## config.mk

```make
export PLATFORM = sky130hd
export DESIGN_NAME = csi_rx_top
export DESIGN_NICKNAME = d
export VERILOG_FILES = /design/src/csi_rx_pkg.sv /design/src/csi_frame_writer.sv /design/src/csi_header_decode.sv /design/src/csi_packet_exec.sv /design/src/csi_rx_top.sv
export SDC_FILE = /design/constraint.sdc
export NUM_CORES = 1
export LEC_CHECK = 0
export BUFFER_PORTS_ARGS = -buffer_cell sky130_fd_sc_hd__buf_2
export CAP_MARGIN = 20
export CORE_UTILIZATION = 60
export CTS_CLUSTER_SIZE = 28
export DETAILED_ROUTE_END_ITERATION = 10
export GPL_TIMING_DRIVEN = 0
export PLACE_DENSITY_LB_ADDON = 0.15
export SYNTH_ARGS = -nofsm -noshare
export SYNTH_HDL_FRONTEND = slang
export SYNTH_SLANG_ARGS = --single-unit
```

## constraint.sdc

```tcl
create_clock -name mipi_clk_2 -period 9.2 [get_ports mipi_clk_2]
set_input_delay 1.38 -clock mipi_clk_2 [delete_from_list [all_inputs] [get_ports mipi_clk_2]]
set_output_delay 1.38 -clock mipi_clk_2 [all_outputs]
set_load 0.05 [all_outputs]
```

## src/csi_rx_pkg.sv

```systemverilog
package csi_rx_pkg;

	////////////////////////////////////////////////////////////
	// widths

	localparam int BYTE_W  = 8;
	localparam int WORD_W  = 32;
	localparam int DT_W    = 6;
	localparam int WC_W    = 16;
	localparam int CRC_W   = 16;
	localparam int ADDR_W  = 32;
	localparam int COUNT_W = 16;

	////////////////////////////////////////////////////////////
	// data types

	// one byte as it comes off a lane
	typedef logic [BYTE_W-1:0] byte_t;

	// lane 0 in the low byte of each pair, first pair in the low half
	typedef logic [WORD_W-1:0] word_t;

	typedef logic [DT_W-1:0]    data_type_t;
	typedef logic [WC_W-1:0]    word_count_t;
	typedef logic [CRC_W-1:0]   crc_t;
	typedef logic [ADDR_W-1:0]  addr_t;
	typedef logic [COUNT_W-1:0] count_t;

	////////////////////////////////////////////////////////////
	// data identifiers

	localparam data_type_t DT_FRAME_START = 6'h00;
	localparam data_type_t DT_FRAME_END   = 6'h01;
	localparam data_type_t DT_RAW8        = 6'h2a;

	////////////////////////////////////////////////////////////
	// stage records

	// one byte pair per clock from the aligned lanes
	typedef struct packed {
		byte_t byte0;
		byte_t byte1;
		logic  valid;
	} lane_pair_t;

	typedef struct packed {
		data_type_t  dtype;
		word_count_t wcount;
		logic        corrected;
		logic        valid;
	} header_t;

	typedef struct packed {
		word_t data;
		logic  valid;
	} payload_t;

	// payload word tagged with its place in the frame
	typedef struct packed {
		word_t  data;
		count_t line;
		count_t index;
		logic   valid;
	} pixel_word_t;

endpackage

```

## src/csi_frame_writer.sv

```systemverilog
module csi_frame_writer #(
	parameter int unsigned LINE_WORDS = 160
) (
	input  logic                    mipi_clk_2,
	input  logic                    reset,
	input  csi_rx_pkg::pixel_word_t pixel_i,
	output logic                    wb_cyc_o,
	output logic                    wb_stb_o,
	output logic                    wb_we_o,
	output csi_rx_pkg::addr_t       wb_adr_o,
	output csi_rx_pkg::word_t       wb_dat_o,
	input  logic                    wb_ack_i,
	output csi_rx_pkg::count_t      dropped_o
);
	import csi_rx_pkg::*;

	addr_t word_addr_w;
	logic  accept_w;

	////////////////////////////////////////////////////////////
	// address generation

	// line-major layout, LINE_WORDS words per line
	assign word_addr_w = addr_t'(pixel_i.line) * addr_t'(LINE_WORDS) +
		addr_t'(pixel_i.index);

	// a new word only starts a cycle when nothing is pending
	assign accept_w = pixel_i.valid && !wb_cyc_o;

	////////////////////////////////////////////////////////////
	// wishbone classic write master

	always_ff @(posedge mipi_clk_2) begin
		if (reset) begin
			wb_cyc_o  <= 1'b0;
			wb_stb_o  <= 1'b0;
			wb_we_o   <= 1'b0;
			dropped_o <= '0;
		end else begin
			if (accept_w) begin
				wb_cyc_o <= 1'b1;
				wb_stb_o <= 1'b1;
				wb_we_o  <= 1'b1;
			end else if (wb_cyc_o && wb_ack_i) begin
				// slave took the word, release the bus
				wb_cyc_o <= 1'b0;
				wb_stb_o <= 1'b0;
				wb_we_o  <= 1'b0;
			end
			// stream cannot stall, so a word that finds the
			// writer busy is lost and counted
			if (pixel_i.valid && wb_cyc_o) begin
				dropped_o <= dropped_o + 1'b1;
			end
		end
		// address and data stay put until the next accepted word
		if (accept_w) begin
			wb_adr_o <= word_addr_w;
			wb_dat_o <= pixel_i.data;
		end
	end

endmodule

```

## src/csi_header_decode.sv

```systemverilog
module csi_header_decode (
	input  logic                   mipi_clk_2,
	input  logic                   reset,
	input  csi_rx_pkg::lane_pair_t lane_pair_i,
	input  logic                   in_packet_i,
	output csi_rx_pkg::header_t    header_o,
	output csi_rx_pkg::payload_t   payload_o,
	output logic                   header_error_o,
	output logic                   header_fixed_o
);
	import csi_rx_pkg::*;

	// check-matrix column of each header bit; a single flipped
	// bit produces exactly its own column as syndrome
	localparam logic [5:0] ECC_COL [24] = '{
		6'h07, 6'h0b, 6'h0d, 6'h0e, 6'h13, 6'h15, 6'h16, 6'h19,
		6'h1a, 6'h1c, 6'h23, 6'h25, 6'h26, 6'h29, 6'h2a, 6'h2c,
		6'h31, 6'h32, 6'h34, 6'h38, 6'h1f, 6'h2f, 6'h37, 6'h3b
	};

	logic        phase_q;
	logic        first_q;
	logic        drop_q;
	logic [15:0] low_q;
	word_t       word_w;
	logic [5:0]  ecc_w;
	logic [7:0]  syndrome_w;
	logic [23:0] flip_w;
	logic [23:0] fixed_w;
	logic        ecc_only_w;
	logic        bad_w;
	logic        take_w;

	////////////////////////////////////////////////////////////
	// word assembly

	// second pair of a word completes it
	assign take_w = in_packet_i && lane_pair_i.valid && phase_q;
	assign word_w = {lane_pair_i.byte1, lane_pair_i.byte0, low_q};

	always_ff @(posedge mipi_clk_2) begin
		if (lane_pair_i.valid && !phase_q) begin
			low_q <= {lane_pair_i.byte1, lane_pair_i.byte0};
		end
	end

	////////////////////////////////////////////////////////////
	// header ecc

	always_comb begin
		ecc_w  = '0;
		flip_w = '0;
		for (int i = 0; i < 24; i++) begin
			if (word_w[i]) begin
				ecc_w = ecc_w ^ ECC_COL[i];
			end
		end
		syndrome_w = {2'b00, ecc_w} ^ word_w[31:24];
		for (int i = 0; i < 24; i++) begin
			if (syndrome_w == {2'b00, ECC_COL[i]}) begin
				flip_w[i] = 1'b1;
			end
		end
	end

	// error sits in the ecc byte itself, header bits are intact
	assign ecc_only_w = (syndrome_w[7:6] == 2'b00) && $onehot(syndrome_w[5:0]);
	assign bad_w      = (syndrome_w != '0) && (flip_w == '0) && !ecc_only_w;
	assign fixed_w    = word_w[23:0] ^ flip_w;

	////////////////////////////////////////////////////////////
	// burst sequencing

	always_ff @(posedge mipi_clk_2) begin
		if (reset || !in_packet_i) begin
			phase_q <= 1'b0;
			first_q <= 1'b1;
			drop_q  <= 1'b0;
		end else if (lane_pair_i.valid) begin
			phase_q <= !phase_q;
			if (phase_q) begin
				first_q <= 1'b0;
				// rest of the burst is untrusted
				if (first_q && bad_w) begin
					drop_q <= 1'b1;
				end
			end
		end
	end

	// outputs, one cycle after the completing pair
	always_ff @(posedge mipi_clk_2) begin
		if (reset) begin
			header_o.valid  <= 1'b0;
			payload_o.valid <= 1'b0;
			header_error_o  <= 1'b0;
			header_fixed_o  <= 1'b0;
		end else begin
			header_o.valid  <= take_w && first_q && !bad_w;
			payload_o.valid <= take_w && !first_q && !drop_q;
			header_error_o  <= take_w && first_q && bad_w;
			header_fixed_o  <= take_w && first_q && !bad_w && (syndrome_w != '0);
		end
		header_o.dtype     <= fixed_w[5:0];
		header_o.wcount    <= fixed_w[23:8];
		header_o.corrected <= syndrome_w != '0;
		payload_o.data     <= word_w;
	end

endmodule

```

## src/csi_packet_exec.sv

```systemverilog
module csi_packet_exec #(
	parameter int unsigned LINE_WORDS  = 160,
	parameter int unsigned FRAME_LINES = 480
) (
	input  logic                    mipi_clk_2,
	input  logic                    reset,
	input  logic                    in_packet_i,
	input  csi_rx_pkg::header_t     header_i,
	input  csi_rx_pkg::payload_t    payload_i,
	output csi_rx_pkg::pixel_word_t pixel_o,
	output logic                    line_done_o,
	output logic                    crc_ok_o
);
	import csi_rx_pkg::*;

	localparam word_count_t LINE_BYTES = word_count_t'(LINE_WORDS * 4);
	localparam count_t      LAST_INDEX = count_t'(LINE_WORDS - 1);
	localparam count_t      MAX_LINES  = count_t'(FRAME_LINES);
	localparam crc_t        CRC_INIT   = 16'hffff;
	// reflected form of x^16 + x^12 + x^5 + 1
	localparam crc_t        CRC_POLY   = 16'h8408;

	typedef enum logic [1:0] {
		ST_IDLE,
		ST_LINE,
		ST_CRC_WAIT
	} state_t;

	state_t state_q;
	count_t line_q;
	count_t index_q;
	crc_t   crc_q;
	logic   frame_mark_w;
	logic   line_start_w;

	////////////////////////////////////////////////////////////
	// crc-16 over one word

	// bytes go low first and each byte lsb first, so the word
	// is simply walked from bit 0 upward
	function automatic crc_t crc16_word(input crc_t crc_in, input word_t data);
		crc_t crc;
		logic fb;
		crc = crc_in;
		for (int i = 0; i < WORD_W; i++) begin
			fb  = crc[0] ^ data[i];
			crc = crc >> 1;
			if (fb) begin
				crc = crc ^ CRC_POLY;
			end
		end
		return crc;
	endfunction

	////////////////////////////////////////////////////////////
	// header classification

	assign frame_mark_w = header_i.valid &&
		(header_i.dtype == DT_FRAME_START || header_i.dtype == DT_FRAME_END);

	// only full raw8 lines inside the frame are taken
	assign line_start_w = header_i.valid && (header_i.dtype == DT_RAW8) &&
		(header_i.wcount == LINE_BYTES) && (line_q < MAX_LINES);

	////////////////////////////////////////////////////////////
	// packet fsm

	always_ff @(posedge mipi_clk_2) begin
		if (reset) begin
			state_q       <= ST_IDLE;
			line_q        <= '0;
			pixel_o.valid <= 1'b0;
			line_done_o   <= 1'b0;
			crc_ok_o      <= 1'b0;
		end else begin
			pixel_o.valid <= 1'b0;
			line_done_o   <= 1'b0;
			crc_ok_o      <= 1'b0;
			if (!in_packet_i) begin
				state_q <= ST_IDLE;
			end else begin
				case (state_q)
					ST_IDLE: begin
						if (frame_mark_w) begin
							line_q <= '0;
						end
						if (line_start_w) begin
							state_q <= ST_LINE;
						end
					end
					ST_LINE: begin
						if (payload_i.valid) begin
							pixel_o.valid <= 1'b1;
							if (index_q == LAST_INDEX) begin
								state_q <= ST_CRC_WAIT;
							end
						end
					end
					ST_CRC_WAIT: begin
						// crc sits in the low half, upper half is padding
						if (payload_i.valid) begin
							line_done_o <= 1'b1;
							crc_ok_o    <= payload_i.data[15:0] == crc_q;
							line_q      <= line_q + 1'b1;
							state_q     <= ST_IDLE;
						end
					end
					default: begin
						state_q <= ST_IDLE;
					end
				endcase
			end
		end
		// running crc and word index of the current line
		if (state_q == ST_IDLE) begin
			index_q <= '0;
			crc_q   <= CRC_INIT;
		end else if (state_q == ST_LINE && payload_i.valid) begin
			index_q <= index_q + 1'b1;
			crc_q   <= crc16_word(crc_q, payload_i.data);
		end
		pixel_o.data  <= payload_i.data;
		pixel_o.line  <= line_q;
		pixel_o.index <= index_q;
	end

endmodule

```

## src/csi_rx_top.sv

```systemverilog
module csi_rx_top #(
	parameter int unsigned LINE_WORDS  = 160,
	parameter int unsigned FRAME_LINES = 480
) (
	input  logic                   mipi_clk_2,
	input  logic                   reset,
	input  csi_rx_pkg::lane_pair_t lane_pair_i,
	input  logic                   in_packet_i,
	output logic                   wb_cyc_o,
	output logic                   wb_stb_o,
	output logic                   wb_we_o,
	output csi_rx_pkg::addr_t      wb_adr_o,
	output csi_rx_pkg::word_t      wb_dat_o,
	input  logic                   wb_ack_i,
	output logic                   line_done_o,
	output logic                   crc_ok_o,
	output logic                   header_error_o,
	output logic                   header_fixed_o,
	output csi_rx_pkg::count_t     dropped_o
);
	import csi_rx_pkg::*;

	header_t     header_w;
	payload_t    payload_w;
	pixel_word_t pixel_w;

	// pairs to words, header check
	csi_header_decode i_csi_header_decode (
		.mipi_clk_2     (mipi_clk_2),
		.reset          (reset),
		.lane_pair_i    (lane_pair_i),
		.in_packet_i    (in_packet_i),
		.header_o       (header_w),
		.payload_o      (payload_w),
		.header_error_o (header_error_o),
		.header_fixed_o (header_fixed_o)
	);

	// line tracking and crc
	csi_packet_exec #(
		.LINE_WORDS  (LINE_WORDS),
		.FRAME_LINES (FRAME_LINES)
	) i_csi_packet_exec (
		.mipi_clk_2  (mipi_clk_2),
		.reset       (reset),
		.in_packet_i (in_packet_i),
		.header_i    (header_w),
		.payload_i   (payload_w),
		.pixel_o     (pixel_w),
		.line_done_o (line_done_o),
		.crc_ok_o    (crc_ok_o)
	);

	// frame buffer port
	csi_frame_writer #(
		.LINE_WORDS (LINE_WORDS)
	) i_csi_frame_writer (
		.mipi_clk_2 (mipi_clk_2),
		.reset      (reset),
		.pixel_i    (pixel_w),
		.wb_cyc_o   (wb_cyc_o),
		.wb_stb_o   (wb_stb_o),
		.wb_we_o    (wb_we_o),
		.wb_adr_o   (wb_adr_o),
		.wb_dat_o   (wb_dat_o),
		.wb_ack_i   (wb_ack_i),
		.dropped_o  (dropped_o)
	);

endmodule

```

* Word-level counts from Yosys, hierarchy flattened *
Cells that the tools add are included.

operators by class
  div/mod/pow operators = 0
  magnitude comparators = 1
  shift operators = 0
  reductions and logical operators = 45
  add/sub/neg operators = 9
  bitwise operators = 93
  mux-type cells = 153
  multiply operators = 1
  equality and inequality tests = 37

operators with widths
  kind                                                          number
  two-way mux 16 bit                                            96
  NOT 2 -> 3 bit                                                35
  equality test 8 x 6 -> 1 bit (second input constant)          13
  two-way mux 6 bit                                             13
  equality test 8 x 5 -> 1 bit (second input constant)          7
  adder 16 x 1 -> 16 bit (second input constant)                3
  NOT 3 bit                                                     16
  two-way mux 5 bit                                             7
  case mux 16 bit (2 select lines)                              1
  bitwise XOR 1 bit                                             32
  two-way mux 1 bit                                             27
  adder 24 x 16 -> 25 bit                                       1
  equality test 8 x 4 -> 1 bit (second input constant)          3
  logical NOT 24 bit                                            1
  bitwise XOR 24 bit                                            1
  logical AND 1 bit                                             21
  NOT 5 bit                                                     4
  multiplier 16 x 3 -> 19 bit (second input constant)           1
  equality test 16 x 10 -> 1 bit (second input constant)        1
  equality test 16 bit                                          1
  equality test 16 x 8 -> 1 bit (second input constant)         1
  less-than comparator 16 x 9 -> 1 bit (second input constant)  1
  two-way mux 4 bit                                             3
  equality test 8 x 3 -> 1 bit (second input constant)          1
  other kinds (26)                                              49

word-level totals
  memories kept = 0
  latch bits = 0
  input bits = 21
  memory bits (read-only) = 0
  RAM bits = 0
  register bits = 275
  word-level logic and storage cells = 364
  output and inout bits = 87

* Longest topological paths before layout *
  word-level depth = 126
  gate-level depth with buffers = 16
  gate-level depth less buffers = 16

* Cells and area by module *
From an unflattened synthesis, not the netlist that was laid out.

unflattened totals
  cell total of the unflattened synthesis = 1019
  area, all modules = 11928.9 sq um

modules (own cells, without submodules)
  module             sequential area each (sq um)  times used  area an instance (sq um)  cells each
  csi_packet_exec    2342.2                        1           4623.2                    417
  csi_frame_writer   2052.0                        1           3963.8                    335
  csi_header_decode  1721.7                        1           3342.0                    267

* Worst setup path after synthesis *
OpenSTA, ideal clock, no wires.

  path type = input -> register
  start point = input lane_pair_i[15] in the netlist's numbering
  end point = register i_csi_header_decode.header_fixed_o
  slack = 4875 ps
  path buffers = 1
  data arrival time = 4239 ps
  data required time = 9114 ps
  cell stages on the path = 12
  cells stage by stage = xor2_1 > xnor3_1 > xor3_1 > nand2b_1 > buf_2 > nor2b_1 > fa_1 > inv_1 > ha_1 > nor4b_1 > nor3_1 > a211oi_1

between the ends
  cells in the longest elaborated chain, start to end = 14
  elaborated cells on any way between the ends = 67
  those cells by class = 5 x add/sub; 25 x eq/ne; 26 x mux; 2 x bitwise; 9 x reduce/logical

RTL lines
  item                                            line                      text
  start: declaration                              csi_rx_top.sv:7           input csi_rx_pkg::lane_pair_t lane_pair_i,
  two-way mux 6 bit *                             csi_header_decode.sv:54   if (word_w[i]) begin
  NOT 5 bit (no source line)                      --
  two-way mux 6 bit *                             csi_header_decode.sv:54
  bitwise XOR 6 x 8 -> 8 bit *                    csi_header_decode.sv:58   syndrome_w = {2'b00, ecc_w} ^ word_w[31:24];
  adder 1 x 1 -> 2 bit (implied by the code)      csi_header_decode.sv:67   assign ecc_only_w = (syndrome_w[7:6] == 2'b00) && $onehot(syndrome_w[5:0]);
  adder 3 bit (implied by the code) (2 in a row)  csi_header_decode.sv:67
  equality test 3 x 1 -> 1 bit                    csi_header_decode.sv:67
  logical AND 1 bit                               csi_header_decode.sv:67
  logical NOT 1 bit                               csi_header_decode.sv:68   assign bad_w = (syndrome_w != '0) && (flip_w == '0) && !ecc_only_w;
  logical AND 1 bit                               csi_header_decode.sv:68
  logical NOT 1 bit                               csi_header_decode.sv:102  header_fixed_o <= take_w && first_q && !bad_w && (syndrome_w != '0);
  logical AND 1 bit                               csi_header_decode.sv:102
  logical AND 1 bit *                             csi_header_decode.sv:102
  end signal: assignment                          csi_header_decode.sv:102
  end: declaration                                csi_header_decode.sv:9    output logic header_fixed_o

Every way passes the cells marked *; elsewhere a longest branch is shown, timed or not.
A chain may end at the register's enable or synchronous reset.

* Worst setup path in the final report *
Same ends and word-level chain as after synthesis.

==> metrics.yaml <==
startpoint_type: "primary input"
fp.coreArea_sq_mm: 0.01877
muxShareOfSynthArea: 0.006392
synth_compound_area_frac: 0.06067
cts_tree: "done"
fin_crit_ns: 4.457
synth_common_cells: "195 x dfxtp_1, 121 x xnor2_1, 86 x nor2_1"
met3_usage: 0.03533
grt_usage: 0.2354
start_util: 0.6154
drt_iter0_markers: 318
syn_to_final_growth_pct: 14.75
hold_violations: 0
port_buffers: 100
ios: 108
multi_input_comb_area_sq_mm: 0.005226
syn_area_per_cell_sq_um: 11.40
cp-end-kind: "register"
crit_arrival_ns: 4.88
ant_nets: 0
yosysSeqAreaShare: 0.5278
power_mw: 3.158
dpl.hpwl_mm: 16.43
final_nets: 1222
relSlewSlack: 0.3361
critPathRequiredTime_ns: 9.62
crit_chain: "buf_2 > xor2_1 > xnor3_1 > xor3_1 > nand2b_1 > buf_2 > nor2b_1 > fa_1 > inv_1 > ha_1 > nor4b_1 > nor3_1 > a211oi_1"
drive_gt1_frac: 0.1632
fin_skew_ns: 0.007913
outcome: "complete, no violations"
cts_resized: 0
yosys.area_share.simple: 0.1219
antenna_cells: 0
grt_overflow_total: 0
vias_per_cell: 5.321
setup_viol: 0
first_pass_iters: 5
cts_max_level: 1
cap_viol_max_count: 0
fmax_ghz: 0.2244
critical-path-top-cell-by-count: "buf_2"
grt.busiest_layer: "met2"
cp-startpoint: "lane_pair_i[15]"
wirelength_mm: 22.53
cts_setup_buffers: 0
antenna_found_initial: 0
ys_ff_latch: 268
use_met1: 0.3257
cts_buffers: 26
worst_slew_pin_slew_ns: 0.9913
hp-class: "reg2reg"
yosys.area_share.adder: 0.05720
die_w_um: 140.7
synth_edf_count: 73
cts-hold-fix-buffers: 0
seqCellArea_sq_mm: 0.006096
post-synth-top-count-cell: "dfxtp_1"
cpPeakStageDelay_ns: 0.51
nFillCells: 1402
cts.sinks: 268
drc: 0
final.setup.tns_ns: 0
synth_top_family_by_area: "XOR/XNOR gates"
yosysWarningCount: 0
yosysTopAreaCellShare: 0.3380
synth_cell_type_count: 65
syn_area_sq_mm: 0.01155
worstPathMaxFanout: 10
clk_pin_slew_ns: 0.06
slowest_stage: "xor3_1"
grt.met2_usage: 0.3870
wire_per_inst_um: 16.05
leakagePower_nw: 5.346
period_share: 0.4845
vias: 7470
async_reset_ff_frac: 0
yosys.area.top_type: "dfxtp_1"
globalplace.congestion: 0.8966
clk_path_buf_depth: 3
grt_pass1_vias: 7223
grt_max_degree: 32
reg2reg_from: "i_csi_header_decode.low_q[4]"
rsz0062_at_grt: "no"
clk_latency_ns: 0.52
rows: 50
ir_drop_mv: 0.2284
yosys-top-cells-area: "dfxtp_1 34%, edfxtp_1 19%, xnor2_1 9.2%"
cts_root_buf: "clkbuf_16"
ys.flop_type: "dfxtp_1"
netlist_instances: 1013
drv_slew: 0
dieArea_sq_mm: 0.01981
powerDensity_mw_per_mm2: 238.3
die_height_um: 140.7
synth-xor-area-share: 0.2029
hold_start: "i_csi_packet_exec.index_q[14]"
grt_first_pass_wirelength_mm: 36.51
path_class: "in2reg"
==> cell usage in the layout, fill, tap and decap left out, types with 22 or more instances in the layout <==
master,instances
clkbuf_16,27
nand3_1,33
nor2_1,86
nor3_1,22
ha_1,48
xor2_1,73
clkbuf_1,25
o21ai_0,25
a21oi_1,33
nand2_1,62
buf_2,101
xnor2_1,121
dfxtp_1,195
inv_1,31
edfxtp_1,73
==> registers in the layout (all words and copies together), names as in the netlist, 2 cells and up <==
| name | cells |
|---|---|
| i_csi_packet_exec.pixel_o | 65 |
| i_csi_header_decode.payload_o | 33 |
| i_csi_frame_writer.wb_dat_o | 32 |
| i_csi_frame_writer.wb_adr_o | 25 |
| i_csi_header_decode.header_o | 23 |
| i_csi_frame_writer.dropped_o | 16 |
| i_csi_header_decode.low_q | 16 |
| i_csi_packet_exec.crc_q | 16 |
| i_csi_packet_exec.index_q | 16 |
| i_csi_packet_exec.line_q | 16 |
| i_csi_packet_exec.state_q | 2 |
==> per-stage QoR <==
step	util	worst slack, ns	hold WS (ns)	instance area, sq um	cells
finish	0.7062	4.743	0.3737	13250	1404
global route	0.7062	4.522	0.3808	13250	1404
CTS	0.7059	4.779	0.3751	13250	1403
detailed placement	0.6607	4.267	0.3677	12400	1355
global placement	0.6591	4.229	0.3601	12370	1354
floorplan	-	4.875	0.3487	11580	1020
==> power by group <==
part	switching (mW)	total [mW]	internal (mW)
Clock	0.425	1.05	0.622
Sequential	0.0236	1.26	1.24
Combinational	0.475	0.848	0.372
==> per-layer routing <==
metal  up-vias  part of all wire
li1       3746                 -
met3        33             0.046
met1      3518              0.48
met4         0             0.018
met2       173              0.46
met5         -                 0
==> cell families (layout without fill, tap and decap cells) <==
logic type / after synthesis / after routing
DFF: 268 / 268
other: 1 / 8
xor gates and xnor gates: 227 / 227
buffers and inverters: 60 / 210
adders and majority gates: 51 / 51
and+or+nand+nor: 290 / 290
muxes: 7 / 7
AOI/OAI and AO/OA: 109 / 109
==> final timing paths <==
kind                                                            to  slack, ns  cells after the start
worst min-delay path                 i_csi_packet_exec.pixel_o[15]       0.37                      0
worst max-delay path            i_csi_header_decode.header_fixed_o       4.74                     13
worst min register to register       i_csi_packet_exec.pixel_o[15]       0.37                      0
worst max register to register  i_csi_header_decode.header_fixed_o       5.23                     12
==> cell type report <==
type	count	share of cell area
Buffer	29	0.01114
Sequential cell	268	0.4599
Timing Repair Buffer	102	0.03965
Clock inverter	14	0.01114
Clock buffer	34	0.05296
Multi-Input combinational cell	692	0.3943
Tap cell	234	0.02209
Inverter	31	0.008779
==> critical path, delay by kind of cell <==
| kind | cells | cell delay (ns) |
|---|---|---|
| AO/OA/AOI/OAI | 1 | 0.24 |
| AND/OR/NAND/NOR | 4 | 0.93 |
| buffers and inverters | 3 | 0.40 |
| XOR/XNOR | 3 | 1.31 |
| adder cells (fa/ha/maj) | 2 | 0.62 |
(Power assumes the default switching activity.)
